## config.mk

```make
export PLATFORM = sky130hd
export DESIGN_NAME = spdif_tx
export DESIGN_NICKNAME = d
export VERILOG_FILES = /design/src/rtl/spdif_pkg.sv /design/src/rtl/spdif_tx.sv /design/src/rtl/biphase_encoder.sv /design/src/rtl/sample_assembler.sv /design/src/rtl/byte_fifo.sv
export SDC_FILE = /design/constraint.sdc
export NUM_CORES = 1
export LEC_CHECK = 0
export ABC_AREA = 1
export BUFFER_PORTS_ARGS = -buffer_cell sky130_fd_sc_hd__buf_2
export CAP_MARGIN = 20
export CORE_MARGIN = 5
export CORE_UTILIZATION = 44
export CTS_BUF_LIST = sky130_fd_sc_hd__clkbuf_8
export DETAILED_ROUTE_END_ITERATION = 8
export PLACE_DENSITY_LB_ADDON = 0.05
export SLEW_MARGIN = 5
export SYNTH_ARGS = -nofsm -noshare
export SYNTH_HDL_FRONTEND = slang
export SYNTH_SLANG_ARGS = --single-unit
```

## constraint.sdc

```tcl
create_clock -name byte_clk_i -period 7.8 [get_ports byte_clk_i]
set_clock_uncertainty 0.05 [all_clocks]
set_input_delay 1.17 -clock byte_clk_i [delete_from_list [all_inputs] [get_ports byte_clk_i]]
set_output_delay 1.17 -clock byte_clk_i [all_outputs]
set_load 0.01 [all_outputs]
```

## src/rtl/spdif_pkg.sv

```systemverilog
// Shared types and constants for the S/PDIF transmitter.
// The FIFO, the sample assembler, the biphase encoder and the checker
// import this package with a wildcard import in their module headers.
package spdif_pkg;

    // ==================================================
    // Data widths
    // ==================================================
    // One audio byte as it leaves the FIFO.
    typedef logic [7:0] byte_t;

    // One sample in the 24-bit audio field, time slots 4 to 27.
    typedef logic [23:0] audio_t;

    // A preamble as 8 half-cells, sent bit 7 first.
    typedef logic [7:0] preamble_t;

    // The word handed from the assembler to the encoder.
    // V, U and C are all zero, so parity covers the audio bits only.
    typedef struct packed {
        logic   right_channel;
        audio_t audio;
        logic   parity;
    } sample_word_t;

    // Sample depth as selected by the host.
    typedef enum logic {
        DEPTH_16 = 1'b0,
        DEPTH_24 = 1'b1
    } bit_depth_e;

    // Encoder FSM states.
    typedef enum logic [1:0] {
        ST_IDLE,
        ST_PREAMBLE,
        ST_DATA,
        ST_CONTROL
    } enc_state_e;

    // ==================================================
    // Framing constants
    // ==================================================
    // Patterns for a previous line level of 1; a level of 0 uses the inverse.
    localparam preamble_t PREAMBLE_B = 8'b00010111;
    localparam preamble_t PREAMBLE_M = 8'b00011101;
    localparam preamble_t PREAMBLE_W = 8'b00011011;

    localparam int FRAMES_PER_BLOCK        = 192;
    localparam int HALF_CELLS_PER_SUBFRAME = 64;

endpackage
```

## src/rtl/spdif_tx.sv

```systemverilog
// Top level of the S/PDIF transmitter.
// Audio bytes written here pass through the byte FIFO to the sample
// assembler, which feeds the biphase encoder driving spdif_o.
// The writer must hold off while full_o is high.
`timescale 1ns/1ps

module spdif_tx
    import spdif_pkg::*;
#(
    parameter int FIFO_ADDR_W = 4
) (
    input  logic       byte_clk_i,
    input  logic       reset_i,
    input  bit_depth_e bit_depth_i,
    input  logic       wr_en_i,
    input  byte_t      wr_data_i,
    output logic       full_o,
    output logic       almost_full_o,
    output logic       streaming_o,
    output logic       spdif_o
);

    // FIFO read side.
    logic         rd_en;
    byte_t        rd_data;
    logic         empty;

    // Assembler to encoder handshake.
    sample_word_t word;
    logic         req;
    logic         ack;

    byte_fifo #(
        .FIFO_ADDR_W (FIFO_ADDR_W)
    ) u_fifo (
        .byte_clk_i    (byte_clk_i),
        .reset_i       (reset_i),
        .wr_en_i       (wr_en_i),
        .wr_data_i     (wr_data_i),
        .rd_en_i       (rd_en),
        .rd_data_o     (rd_data),
        .empty_o       (empty),
        .full_o        (full_o),
        .almost_full_o (almost_full_o)
    );

    sample_assembler u_assembler (
        .byte_clk_i   (byte_clk_i),
        .reset_i      (reset_i),
        .bit_depth_i  (bit_depth_i),
        .fifo_data_i  (rd_data),
        .fifo_empty_i (empty),
        .fifo_rd_en_o (rd_en),
        .word_o       (word),
        .req_o        (req),
        .ack_i        (ack),
        .streaming_o  (streaming_o)
    );

    biphase_encoder u_encoder (
        .byte_clk_i (byte_clk_i),
        .reset_i    (reset_i),
        .word_i     (word),
        .req_i      (req),
        .ack_o      (ack),
        .spdif_o    (spdif_o)
    );

endmodule

```

## src/rtl/biphase_encoder.sv

```systemverilog
// Biphase-mark encoder of the S/PDIF transmitter.
// Takes one sample word per subframe over req/ack and sends it as 64
// half-cells, one per clock: an 8 half-cell preamble, 24 audio bits LSB
// first, then V, U, C and P. Frames are counted to place B every 192.
`timescale 1ns/1ps

module biphase_encoder
    import spdif_pkg::*;
(
    input  logic         byte_clk_i,
    input  logic         reset_i,
    input  sample_word_t word_i,
    input  logic         req_i,
    output logic         ack_o,
    output logic         spdif_o
);

    localparam int PREAMBLE_HALF_CELLS = 8;
    localparam int CONTROL_FIRST_HC    = HALF_CELLS_PER_SUBFRAME - 8;
    localparam int SLOT_CELLS          = 28;
    localparam logic [5:0] LAST_HC     = 6'(HALF_CELLS_PER_SUBFRAME - 1);
    localparam logic [7:0] LAST_FRAME  = 8'(FRAMES_PER_BLOCK - 1);

    enc_state_e            state;
    logic [5:0]            hc;          // Half-cell now on the line.
    logic [5:0]            hc_next;
    logic [7:0]            frame_cnt;
    logic                  pending;     // A latched word waits to be sent.
    sample_word_t          next_word;
    preamble_t             pattern;
    preamble_t             pre_sr;
    logic [SLOT_CELLS-1:0] data_sr;
    logic                  frame_end;
    logic                  start;
    logic                  accept;

    assign hc_next   = hc + 6'd1;
    assign frame_end = (state == ST_IDLE) || (state == ST_CONTROL && hc == LAST_HC);
    assign start     = frame_end && pending;

    // Words are taken when idle or during the 64th half-cell, so the ack
    // rises exactly one cycle before the first preamble half-cell.
    assign accept = req_i && !ack_o && !pending &&
                    (state == ST_IDLE || (state == ST_CONTROL && hc == LAST_HC - 6'd1));

    // Preamble selection by channel and block position.
    always_comb begin
        if (next_word.right_channel) begin
            pattern = PREAMBLE_W;
        end else if (frame_cnt == '0) begin
            pattern = PREAMBLE_B;
        end else begin
            pattern = PREAMBLE_M;
        end
        // The constants assume a high line; invert them after a low one.
        if (!spdif_o) begin
            pattern = ~pattern;
        end
    end

    // ==================================================
    // Handshake
    // ==================================================
    always_ff @(posedge byte_clk_i or posedge reset_i) begin
        if (reset_i) begin
            ack_o <= 1'b0;
        end else if (accept) begin
            ack_o <= 1'b1;
        end else if (!req_i) begin
            ack_o <= 1'b0;
        end
    end

    // ==================================================
    // Line FSM
    // ==================================================
    always_ff @(posedge byte_clk_i or posedge reset_i) begin
        if (reset_i) begin
            state     <= ST_IDLE;
            hc        <= '0;
            frame_cnt <= '0;
            pending   <= 1'b0;
            spdif_o   <= 1'b1;
        end else begin
            if (accept) begin
                pending <= 1'b1;
            end else if (start) begin
                pending <= 1'b0;
            end
            if (start) begin
                state   <= ST_PREAMBLE;
                hc      <= '0;
                spdif_o <= pattern[7];
                // A frame is complete once its right subframe begins.
                if (next_word.right_channel) begin
                    frame_cnt <= (frame_cnt == LAST_FRAME) ? '0 : frame_cnt + 8'd1;
                end
            end else if (frame_end) begin
                // Nothing to send, so hold the line and restart the block.
                state     <= ST_IDLE;
                frame_cnt <= '0;
            end else begin
                hc <= hc_next;
                if (hc_next < 6'(PREAMBLE_HALF_CELLS)) begin
                    state   <= ST_PREAMBLE;
                    spdif_o <= pre_sr[7];
                end else begin
                    state <= (hc_next < 6'(CONTROL_FIRST_HC)) ? ST_DATA : ST_CONTROL;
                    // Every cell opens with a transition; a 1 adds one mid-cell.
                    if (!hc_next[0] || data_sr[0]) begin
                        spdif_o <= !spdif_o;
                    end
                end
            end
        end
    end

    // Shift registers for the preamble and the slot bits.
    always_ff @(posedge byte_clk_i) begin
        if (accept) begin
            next_word <= word_i;
        end
        if (start) begin
            pre_sr  <= {pattern[6:0], 1'b0};
            data_sr <= {next_word.parity, 3'b000, next_word.audio};
        end else if (!frame_end) begin
            if (hc_next < 6'(PREAMBLE_HALF_CELLS)) begin
                pre_sr <= pre_sr << 1;
            end else if (hc_next[0]) begin
                data_sr <= data_sr >> 1;
            end
        end
    end

endmodule

```

## src/rtl/sample_assembler.sv

```systemverilog
// Sample assembler of the S/PDIF transmitter.
// Reads 2 or 3 bytes per sample from the FIFO, first byte least
// significant, builds the channel word with even parity and offers it
// to the encoder over a four-phase req/ack handshake. It also decides
// when a stream begins and ends.
`timescale 1ns/1ps

module sample_assembler
    import spdif_pkg::*;
(
    input  logic         byte_clk_i,
    input  logic         reset_i,
    input  bit_depth_e   bit_depth_i,
    input  byte_t        fifo_data_i,
    input  logic         fifo_empty_i,
    output logic         fifo_rd_en_o,
    output sample_word_t word_o,
    output logic         req_o,
    input  logic         ack_i,
    output logic         streaming_o
);

    // Collect bytes, hold req until ack, then wait for ack to drop.
    typedef enum logic [1:0] {
        AS_COLLECT,
        AS_REQ,
        AS_RELEASE
    } asm_state_e;

    asm_state_e phase;
    logic [1:0] rd_cnt;      // Reads issued for the current sample.
    logic [1:0] cap_cnt;     // Bytes captured for the current sample.
    logic [1:0] n_bytes;
    logic [1:0] byte_sel;
    logic       rd_valid;
    logic       right_channel;
    logic       last_byte;
    audio_t     placed;

    assign n_bytes = (bit_depth_i == DEPTH_24) ? 2'd3 : 2'd2;

    // Only read while collecting and while the sample still lacks bytes.
    assign fifo_rd_en_o = (phase == AS_COLLECT) && (rd_cnt != n_bytes) && !fifo_empty_i;

    // 16-bit samples are MSB aligned, so their first byte lands in bits 8 to 15.
    assign byte_sel  = (bit_depth_i == DEPTH_16) ? cap_cnt + 2'd1 : cap_cnt;
    assign placed    = audio_t'(fifo_data_i) << {byte_sel, 3'b000};
    assign last_byte = rd_valid && (cap_cnt == n_bytes - 2'd1);

    // ==================================================
    // Control and handshake
    // ==================================================
    always_ff @(posedge byte_clk_i or posedge reset_i) begin
        if (reset_i) begin
            phase         <= AS_COLLECT;
            rd_cnt        <= '0;
            cap_cnt       <= '0;
            rd_valid      <= 1'b0;
            req_o         <= 1'b0;
            right_channel <= 1'b0;
            streaming_o   <= 1'b0;
        end else begin
            // The FIFO output is valid one cycle after the read.
            rd_valid <= fifo_rd_en_o;
            if (fifo_rd_en_o) begin
                rd_cnt      <= rd_cnt + 2'd1;
                streaming_o <= 1'b1;
            end
            case (phase)
                AS_COLLECT: begin
                    if (last_byte) begin
                        rd_cnt  <= '0;
                        cap_cnt <= '0;
                        req_o   <= 1'b1;
                        phase   <= AS_REQ;
                    end else if (rd_valid) begin
                        cap_cnt <= cap_cnt + 2'd1;
                    end
                end
                AS_REQ: begin
                    // The encoder has latched the word.
                    if (ack_i) begin
                        req_o <= 1'b0;
                        phase <= AS_RELEASE;
                    end
                end
                default: begin
                    if (!ack_i) begin
                        phase         <= AS_COLLECT;
                        right_channel <= !right_channel;
                        // A drained FIFO after a full frame ends the stream.
                        if (right_channel && fifo_empty_i) begin
                            streaming_o <= 1'b0;
                        end
                    end
                end
            endcase
        end
    end

    // ==================================================
    // Word building
    // ==================================================
    // Word_o only changes while collecting, so it is stable under req.
    always_ff @(posedge byte_clk_i) begin
        if (rd_valid && phase == AS_COLLECT) begin
            if (cap_cnt == 2'd0) begin
                word_o.right_channel <= right_channel;
                word_o.audio         <= placed;
                word_o.parity        <= ^fifo_data_i;
            end else begin
                word_o.audio  <= word_o.audio | placed;
                word_o.parity <= word_o.parity ^ (^fifo_data_i);
            end
        end
    end

endmodule

```

## src/rtl/byte_fifo.sv

```systemverilog
// Synchronous byte FIFO between the audio writer and the sample assembler.
// Writes are dropped while full; reads return data one cycle after the
// read is taken. Full and almost-full come from the pointer difference.
`timescale 1ns/1ps

module byte_fifo
    import spdif_pkg::*;
#(
    parameter int FIFO_ADDR_W = 4
) (
    input  logic  byte_clk_i,
    input  logic  reset_i,
    input  logic  wr_en_i,
    input  byte_t wr_data_i,
    input  logic  rd_en_i,
    output byte_t rd_data_o,
    output logic  empty_o,
    output logic  full_o,
    output logic  almost_full_o
);

    localparam int DEPTH = 1 << FIFO_ADDR_W;
    // Fill levels in pointer width; almost-full fires 4 entries early.
    localparam logic [FIFO_ADDR_W:0] FULL_LEVEL = {1'b1, {FIFO_ADDR_W{1'b0}}};
    localparam logic [FIFO_ADDR_W:0] AF_MARGIN  = 4;

    byte_t mem [DEPTH];

    // Pointers carry one extra bit to tell full from empty.
    logic [FIFO_ADDR_W:0] wr_ptr;
    logic [FIFO_ADDR_W:0] rd_ptr;
    logic [FIFO_ADDR_W:0] fill;
    logic                 do_write;
    logic                 do_read;

    assign fill          = wr_ptr - rd_ptr;
    assign empty_o       = (fill == '0);
    assign full_o        = (fill == FULL_LEVEL);
    assign almost_full_o = (fill >= FULL_LEVEL - AF_MARGIN);

    assign do_write = wr_en_i && !full_o;
    assign do_read  = rd_en_i && !empty_o;

    // Pointer update.
    always_ff @(posedge byte_clk_i or posedge reset_i) begin
        if (reset_i) begin
            wr_ptr <= '0;
            rd_ptr <= '0;
        end else begin
            if (do_write) begin
                wr_ptr <= wr_ptr + 1'b1;
            end
            if (do_read) begin
                rd_ptr <= rd_ptr + 1'b1;
            end
        end
    end

    // Storage and the registered read port.
    always_ff @(posedge byte_clk_i) begin
        if (do_write) begin
            mem[wr_ptr[FIFO_ADDR_W-1:0]] <= wr_data_i;
        end
        if (do_read) begin
            rd_data_o <= mem[rd_ptr[FIFO_ADDR_W-1:0]];
        end
    end

endmodule

```

==> impl_metrics.py, run 1 <==
metrics = {
    "run_status": {
        "outcome": "completed",
    },
    "final_layout": {
        "nNetsFinal": 1001,
        "syn2layout_area_growth_pct": 10.2,
        "num_antenna_cells": 0,
        "fin_util_pct": 49.1,
        "drive_gt1_share_pct": 11.0,
    },
    "drt": {
        "ant_nets": 0,
        "drt_wl_total_um": 24900,
        "drt-vias-per-instance": 5.38,
        "drt-pass1-iter-count": 5,
        "wl_met3_um": 1180,
        "highest_layer": "met4",
        "met2_length_um": 12100,
        "wire_per_inst_um": 18.7,
        "drc_errors": 0,
        "wl_met1_um": 10700,
        "vias": 7188,
        "drt_iter0_drc": 514,
    },
    "critical_path": {
        "worstPathRequired_ps": 6580,
        "r2r_cells": 10,
        "endpoint_kind": "primary output",
        "crit_arrival_ps": 3060,
        "r2r_setup_slack_ps": 3540,
        "path_class": "register to primary output",
        "cp-start-kind": "register",
        "cp_max_fo": 39,
    },
    "die": {
        "initial_utilization_pct": 44.6,
        "ios": 16,
        "num_rows": 58,
        "die_x_um": 170,
        "fp.coreArea_mm2": 0.0251,
        "die_h_um": 170,
        "die_area_mm2": 0.0287,
    },
    "yosys": {
        "avgSynthCellArea_um2": 11.8,
        "synth.distinct_cells": 43,
        "synth.top_cell.area_share_pct": 59.0,
        "ys_ff_latch": 262,
        "synth_seq_area_share_pct": 68.3,
        "yosys_warnings": 0,
        "syn_nets": 974,
        "yosysTopAreaCell": "edfxtp_1",
        "synth-edff-count": 220,
        "syn_area_mm2": 0.0112,
        "synth_flop_cell": "edfxtp_1",
        "syn_inst": 948,
        "synth-async-reset-ratio_pct": 14.9,
        "synth_area_leaders": "edfxtp_1 (59%), dfrtp_1 (8.5%), nand2_1 (5.3%)",
    },
    "timing": {
        "holdWs_ps": 377,
        "rsz0062_at_grt": "no",
        "worst-slew-pin-transition_ps": 1080,
        "fmax_mhz": 233,
        "finalSetupTns_ps": 0,
        "relSlewSlack_pct": 27.1,
        "final.min_clock_period_ps": 4280,
        "setup_viol": 0,
        "maxSlewViolCount": 0,
        "final_hold_viol_count": 0,
        "finalCritPeriodShare_pct": 54.9,
    },
    "cts": {
        "post-cts-setup-buffers": 0,
        "clk_pin_slew_ps": 60,
        "cts.sink_count": 262,
        "clk_path_buf_depth": 3,
        "cts-buffers-inserted": 45,
        "clockRootBuffer": "clkbuf_8",
        "ctsHoldBuffers": 0,
        "htree_levels": 2,
        "cts_tree": "built",
        "cts_resized": 0,
        "clk_latency_ps": 540,
    },
    "pwr": {
        "cellLeakagePower_nw": 4.63,
        "p_per_area_mw_per_mm2": 335,
        "irDropWorstVdd_mv": 0.151,
        "power.total_w": 0.00413,
    },
    "global_route": {
        "grt_use_total_pct": 17.6,
        "antenna_found_initial": 0,
        "grt_pass1_vias": 7118,
        "grt_pass1_wl_um": 39600,
        "grt.overflow.total": 0,
        "grt_max_degree": 69,
    },
    "hold_path": {
        "min_path_cells": 0,
        "hold_path.class": "register to register",
    },
    "job": {
        "maxCapViolCount": 0,
    },
    "place": {
        "routabilityCongestion": 0.931,
        "dp_hpwl_um": 16400,
        "placement.io_buffers": 15,
    },
}
cell type report:
| cell class | instances | area [µm²] |
|---|---|---|
| inverters | 71 | 267 |
| flip-flops and latches | 262 | 7640 |
| repair buffers | 20 | 133 |
| multi-input cells | 575 | 3060 |
| clock inverters | 31 | 178 |
| well taps | 330 | 413 |
| fillers | 2282 | 12800 |
| clock buffers | 47 | 647 |
path summary, 6_finish.rpt:
path / from / end
max: u_fifo.rd_ptr[1]$_DFFE_PP0P_ / full_o
min: u_assembler.word_o[25]$_DFFE_PP_ / u_encoder.next_word[25]$_DFFE_PP_
max reg2reg: u_fifo.rd_ptr[1]$_DFFE_PP0P_ / u_fifo.mem[6][2]$_DFFE_PP_
min reg2reg: u_assembler.word_o[25]$_DFFE_PP_ / u_encoder.next_word[25]$_DFFE_PP_
max in group asynchronous: reset_i / u_encoder.spdif_o$_DFFE_PP1P_
min in group asynchronous: reset_i / u_fifo.wr_ptr[3]$_DFFE_PP0P_
report_power, final:
part           internal, W  total, W  switching (W)
combinational     0.000373   0.00117       0.000801
clock             0.000620   0.00114       0.000516
sequential         0.00171   0.00182       0.000109
total              0.00271   0.00413        0.00143
synth_stat cells (2+ instances only):
cell      count
nand2_2       5
a21oi_1       4
nand3_1      48
o22ai_1      26
buf_6         6
nand4_1       5
nand2_1     158
o221ai_1      8
edfxtp_1    220
o21ai_0      94
o21ai_1       7
buf_1         2
dfrtp_1      38
o211ai_1     10
nand2_4       2
nor2_4        3
a32o_1       16
inv_2         6
xor2_1       12
nor2_2        4
buf_2        11
inv_1        62
nor2_1      107
a22o_1        8
dfxtp_1       3
nor3_1       15
ha_1         14
clkbuf_1     18
xnor2_1      11
clkinv_1      3
o21ai_2      10
cell usage in the layout (no fill, tap or decap), types with 14 or more instances in the layout:
master / n
ha_1: 14
o22ai_1: 26
buf_2: 15
nor2_1: 107
o21ai_0: 94
nand2_1: 158
nor3_1: 15
edfxtp_1: 220
a32o_1: 16
clkbuf_8: 47
nand3_1: 48
inv_1: 77
dfrtp_1: 37
cells by family after synthesis:
family,count (synthesis),synth area share (%)
compound gates,186,10.5
xor+xnor,23,1.80
fa+ha+maj,14,1.56
buf+inv,111,4.44
flops,262,68.3
simple gates,352,13.5
routing by layer:
metal / vias to the layer above / GRT usage [%]
met4: 0 / 6.76
met2: 220 / 29.0
li1: 3421 / -
met1: 3484 / 23.3
met3: 63 / 3.19
met5: - / 0
through the flow:
step / area (µm²) / worst slack (ps) / cells
final: 12300 / 3520 / 1336
after global routing: 12300 / 3270 / 1336
after CTS: 12300 / 3520 / 1335
after detailed placement: 11500 / 3590 / 1257
after global placement: 11500 / 3740 / 1257
after floorplan: 11200 / 4830 / 948
registers in the layout (all words and copies together), names as in the netlist:
name,flops
u_encoder.pre_sr,7
u_assembler.cap_cnt,2
u_assembler.phase,2
u_assembler.req_o,1
u_assembler.word_o,26
u_assembler.rd_cnt,2
u_assembler.rd_valid,1
u_fifo.wr_ptr,5
u_fifo.mem,128
u_fifo.rd_data_o,8
u_encoder.data_sr,28
u_encoder.frame_cnt,8
u_fifo.rd_ptr,5
u_encoder.state,2
u_encoder.spdif_o,1
u_assembler.right_channel,1
u_encoder.pending,1
u_encoder.next_word,26
u_encoder.hc,6
u_assembler.streaming_o,1
u_encoder.ack_o,1
worst max-delay path, stage by stage, from the launching register on:
cell,delay (ps)
dfrtp_1,350
buf_4,230
inv_1,640
ha_1,390
nand2_1,130
nand2_1,100
nand2_1,100
nand3_1,100
nor2_2,150
nand3_2,130
inv_1,70
buf_2,120
Note: power is estimated with default switching activity, not from simulation.
==> run 2: changes to the inputs <==
==> constraint.sdc (replaced) <==
create_clock -name byte_clk_i -period 3.6 [get_ports byte_clk_i]
set_clock_uncertainty 0.05 [all_clocks]
set_input_delay 0.54 -clock byte_clk_i [delete_from_list [all_inputs] [get_ports byte_clk_i]]
set_output_delay 0.54 -clock byte_clk_i [all_outputs]
set_load 0.01 [all_outputs]
==> run 2 against run 1 <==
Largest power group unchanged. Sequential cell count unchanged. Core utilization increased by 0.64 points. Via count increased by 1.0%. Global-route usage increased by 0.31 points. Non-clock buffer count increased by 13. Combinational power increased by 120%. Die area unchanged. Count of clock-buffer cells in the layout increased by 8. Power increased by 120%. Critical endpoint is now u_fifo.mem[1][3]$_DFFE_PP_.
==> impl_metrics.py, run 2 (synthesized netlist as in run 1, its figures left out) <==
metrics = {
    "pwr": {
        "seq_power_share_pct": 42.9,
        "power.total_w": 0.00919,
        "internal_power_w": 0.00599,
        "p_sw_share_pct": 34.8,
        "p_per_area_mw_per_mm2": 736,
        "clockPowerShare_pct": 28.7,
        "irDropWorstVdd_mv": 0.350,
        "p_comb_share_pct": 28.4,
        "p_sw_w": 0.00320,
        "cellLeakagePower_nw": 4.75,
    },
    "final_layout": {
        "nFillCells": 2271,
        "nNetsFinal": 1013,
        "fin_util_pct": 49.8,
        "largest_reg_flops": 128,
        "drive_gt1_share_pct": 12.7,
        "mostFrequentLayoutCell": "edfxtp_1",
        "num_antenna_cells": 0,
        "syn2layout_area_growth_pct": 11.6,
        "layout_common_cells": "edfxtp_1 (220), nand2_1 (158), nor2_1 (107)",
    },
    "timing": {
        "fmax_mhz": 309,
        "maxSlewViolCount": 0,
        "finalCritPeriodShare_pct": 90.0,
        "worst-slew-pin-transition_ps": 1060,
        "setup_viol": 0,
        "final.min_clock_period_ps": 3240,
        "finalSetupTns_ps": 0,
        "final_hold_viol_count": 0,
        "rsz0062_at_grt": "no",
        "relSlewSlack_pct": 29.1,
    },
    "drt": {
        "ant_nets": 0,
        "vias": 7261,
        "wire_per_inst_um": 18.9,
        "drc_errors": 0,
        "drt_iter0_drc": 465,
        "drt-pass1-iter-count": 4,
        "drt_wl_total_um": 25600,
        "drt-vias-per-instance": 5.37,
    },
    "die": {
        "die_h_um": 170,
        "ios": 16,
        "die_x_um": 170,
        "initial_utilization_pct": 44.6,
        "num_rows": 58,
        "fp.coreArea_mm2": 0.0251,
        "die_area_mm2": 0.0287,
    },
    "place": {
        "placement.io_buffers": 15,
        "dp_hpwl_um": 16800,
        "routabilityCongestion": 0.932,
    },
    "cts": {
        "cts.sink_count": 262,
        "cts-buffers-inserted": 44,
        "clk_latency_ps": 560,
        "clk_pin_slew_ps": 60,
        "clk_path_buf_depth": 3,
        "cts_tree": "built",
        "cts_resized": 0,
        "htree_levels": 2,
        "post-cts-setup-buffers": 0,
        "clockRootBuffer": "clkbuf_8",
    },
    "critical_path": {
        "path_class": "register to register",
        "r2r_cells": 10,
        "worstPathRequired_ps": 3720,
        "cp-start-kind": "register",
        "endpoint_kind": "register",
        "cp_max_fo": 9,
        "crit_arrival_ps": 3370,
    },
    "global_route": {
        "grt.overflow.total": 0,
        "grt_pass1_vias": 7239,
        "grt_use_total_pct": 17.9,
        "grt_pass1_wl_um": 40200,
        "antenna_found_initial": 0,
        "grt_max_degree": 68,
    },
    "run_status": {
        "outcome": "completed",
    },
    "job": {
        "maxCapViolCount": 0,
    },
    "hold_path": {
        "hold_path.class": "input port to register",
        "min_path_cells": 3,
    },
}
[run 2: cell types whose count changed in the layout (fill, tap and decap cells not counted), sizes merged]
cell / delta
clkinvlp: -1
clkbuf: +9
clkinv: -5
inv: +3
buf: +11
dlygate4sd3: +1
bufinv: -1
[run 2: worst paths after layout]
path	endpoint	slack, ps	startpoint
worst min register to register	u_encoder.next_word[25]$_DFFE_PP_	370	u_assembler.word_o[25]$_DFFE_PP_
worst max-delay path	u_fifo.mem[1][3]$_DFFE_PP_	360	u_fifo.rd_ptr[2]$_DFFE_PP0P_
max in group asynchronous	u_encoder.spdif_o$_DFFE_PP1P_	2300	reset_i
worst min-delay path	u_fifo.wr_ptr[1]$_DFFE_PP0P_	220	wr_en_i
min in group asynchronous	u_assembler.streaming_o$_DFF_PP0_	510	reset_i
worst max register to register	u_fifo.mem[1][3]$_DFFE_PP_	360	u_fifo.rd_ptr[2]$_DFFE_PP0P_
[run 2: per-layer routing]
metal  wire length (µm)  vias up  track usage (%)  share of wire, %
li1                   -     3453                -                 -
met1              10900     3505             23.2                43
met2              12500      224             30.3                49
met3               1130       79             2.91               4.4
met4                937        0             7.04               3.7
met5                  0        -                0                 0
[run 2: power by group through the flow]
stage          registers [W]  logic [W]  clock network [W]
6_report             0.00394    0.00261            0.00264
5_1_grt              0.00397    0.00288            0.00285
4_1_cts              0.00394    0.00259            0.00270
3_5_place_dp         0.00401    0.00257                  0
3_3_place_gp         0.00399    0.00250                  0
2_1_floorplan        0.00389    0.00188                  0
[run 2: stage by stage]
step | hold slack (ps) | worst slack, ps | std cells | area [µm²]
final | 224 | 359 | 1353 | 12500
after global routing | 238 | 101 | 1353 | 12500
after CTS | 196 | 363 | 1346 | 12400
after detailed placement | 357 | 378 | 1264 | 11500
after global placement | 353 | 635 | 1264 | 11500
after floorplan | 350 | 820 | 948 | 11200
[run 2: cell type report]
type                    count  area (µm²)  share of cell area, %
flip-flops and latches    262        7640                   61.2
multi-input cells         575        3060                   24.5
clock buffers              55         757                   6.06
well taps                 330         413                   3.30
inverters                  71         267                   2.13
repair buffers             33         223                   1.78
clock inverters            27         138                   1.10
[run 2: repair_timing]
item / in CTS / in global routing
endpoints found under the setup margin: 0 / 0
endpoints found under the hold margin: 0 / 9
hold buffers: 0 / 1
[run 2: critical path, stage by stage (launching register included)]
cell and delay [ps]:
dfrtp_1 470, inv_1 170, ha_1 400, a21oi_1 190
nand3_1 100, nand2_1 100, nor2_2 50, nand3_2 110
nand2_1 160, buf_4 230, nor3_1 810
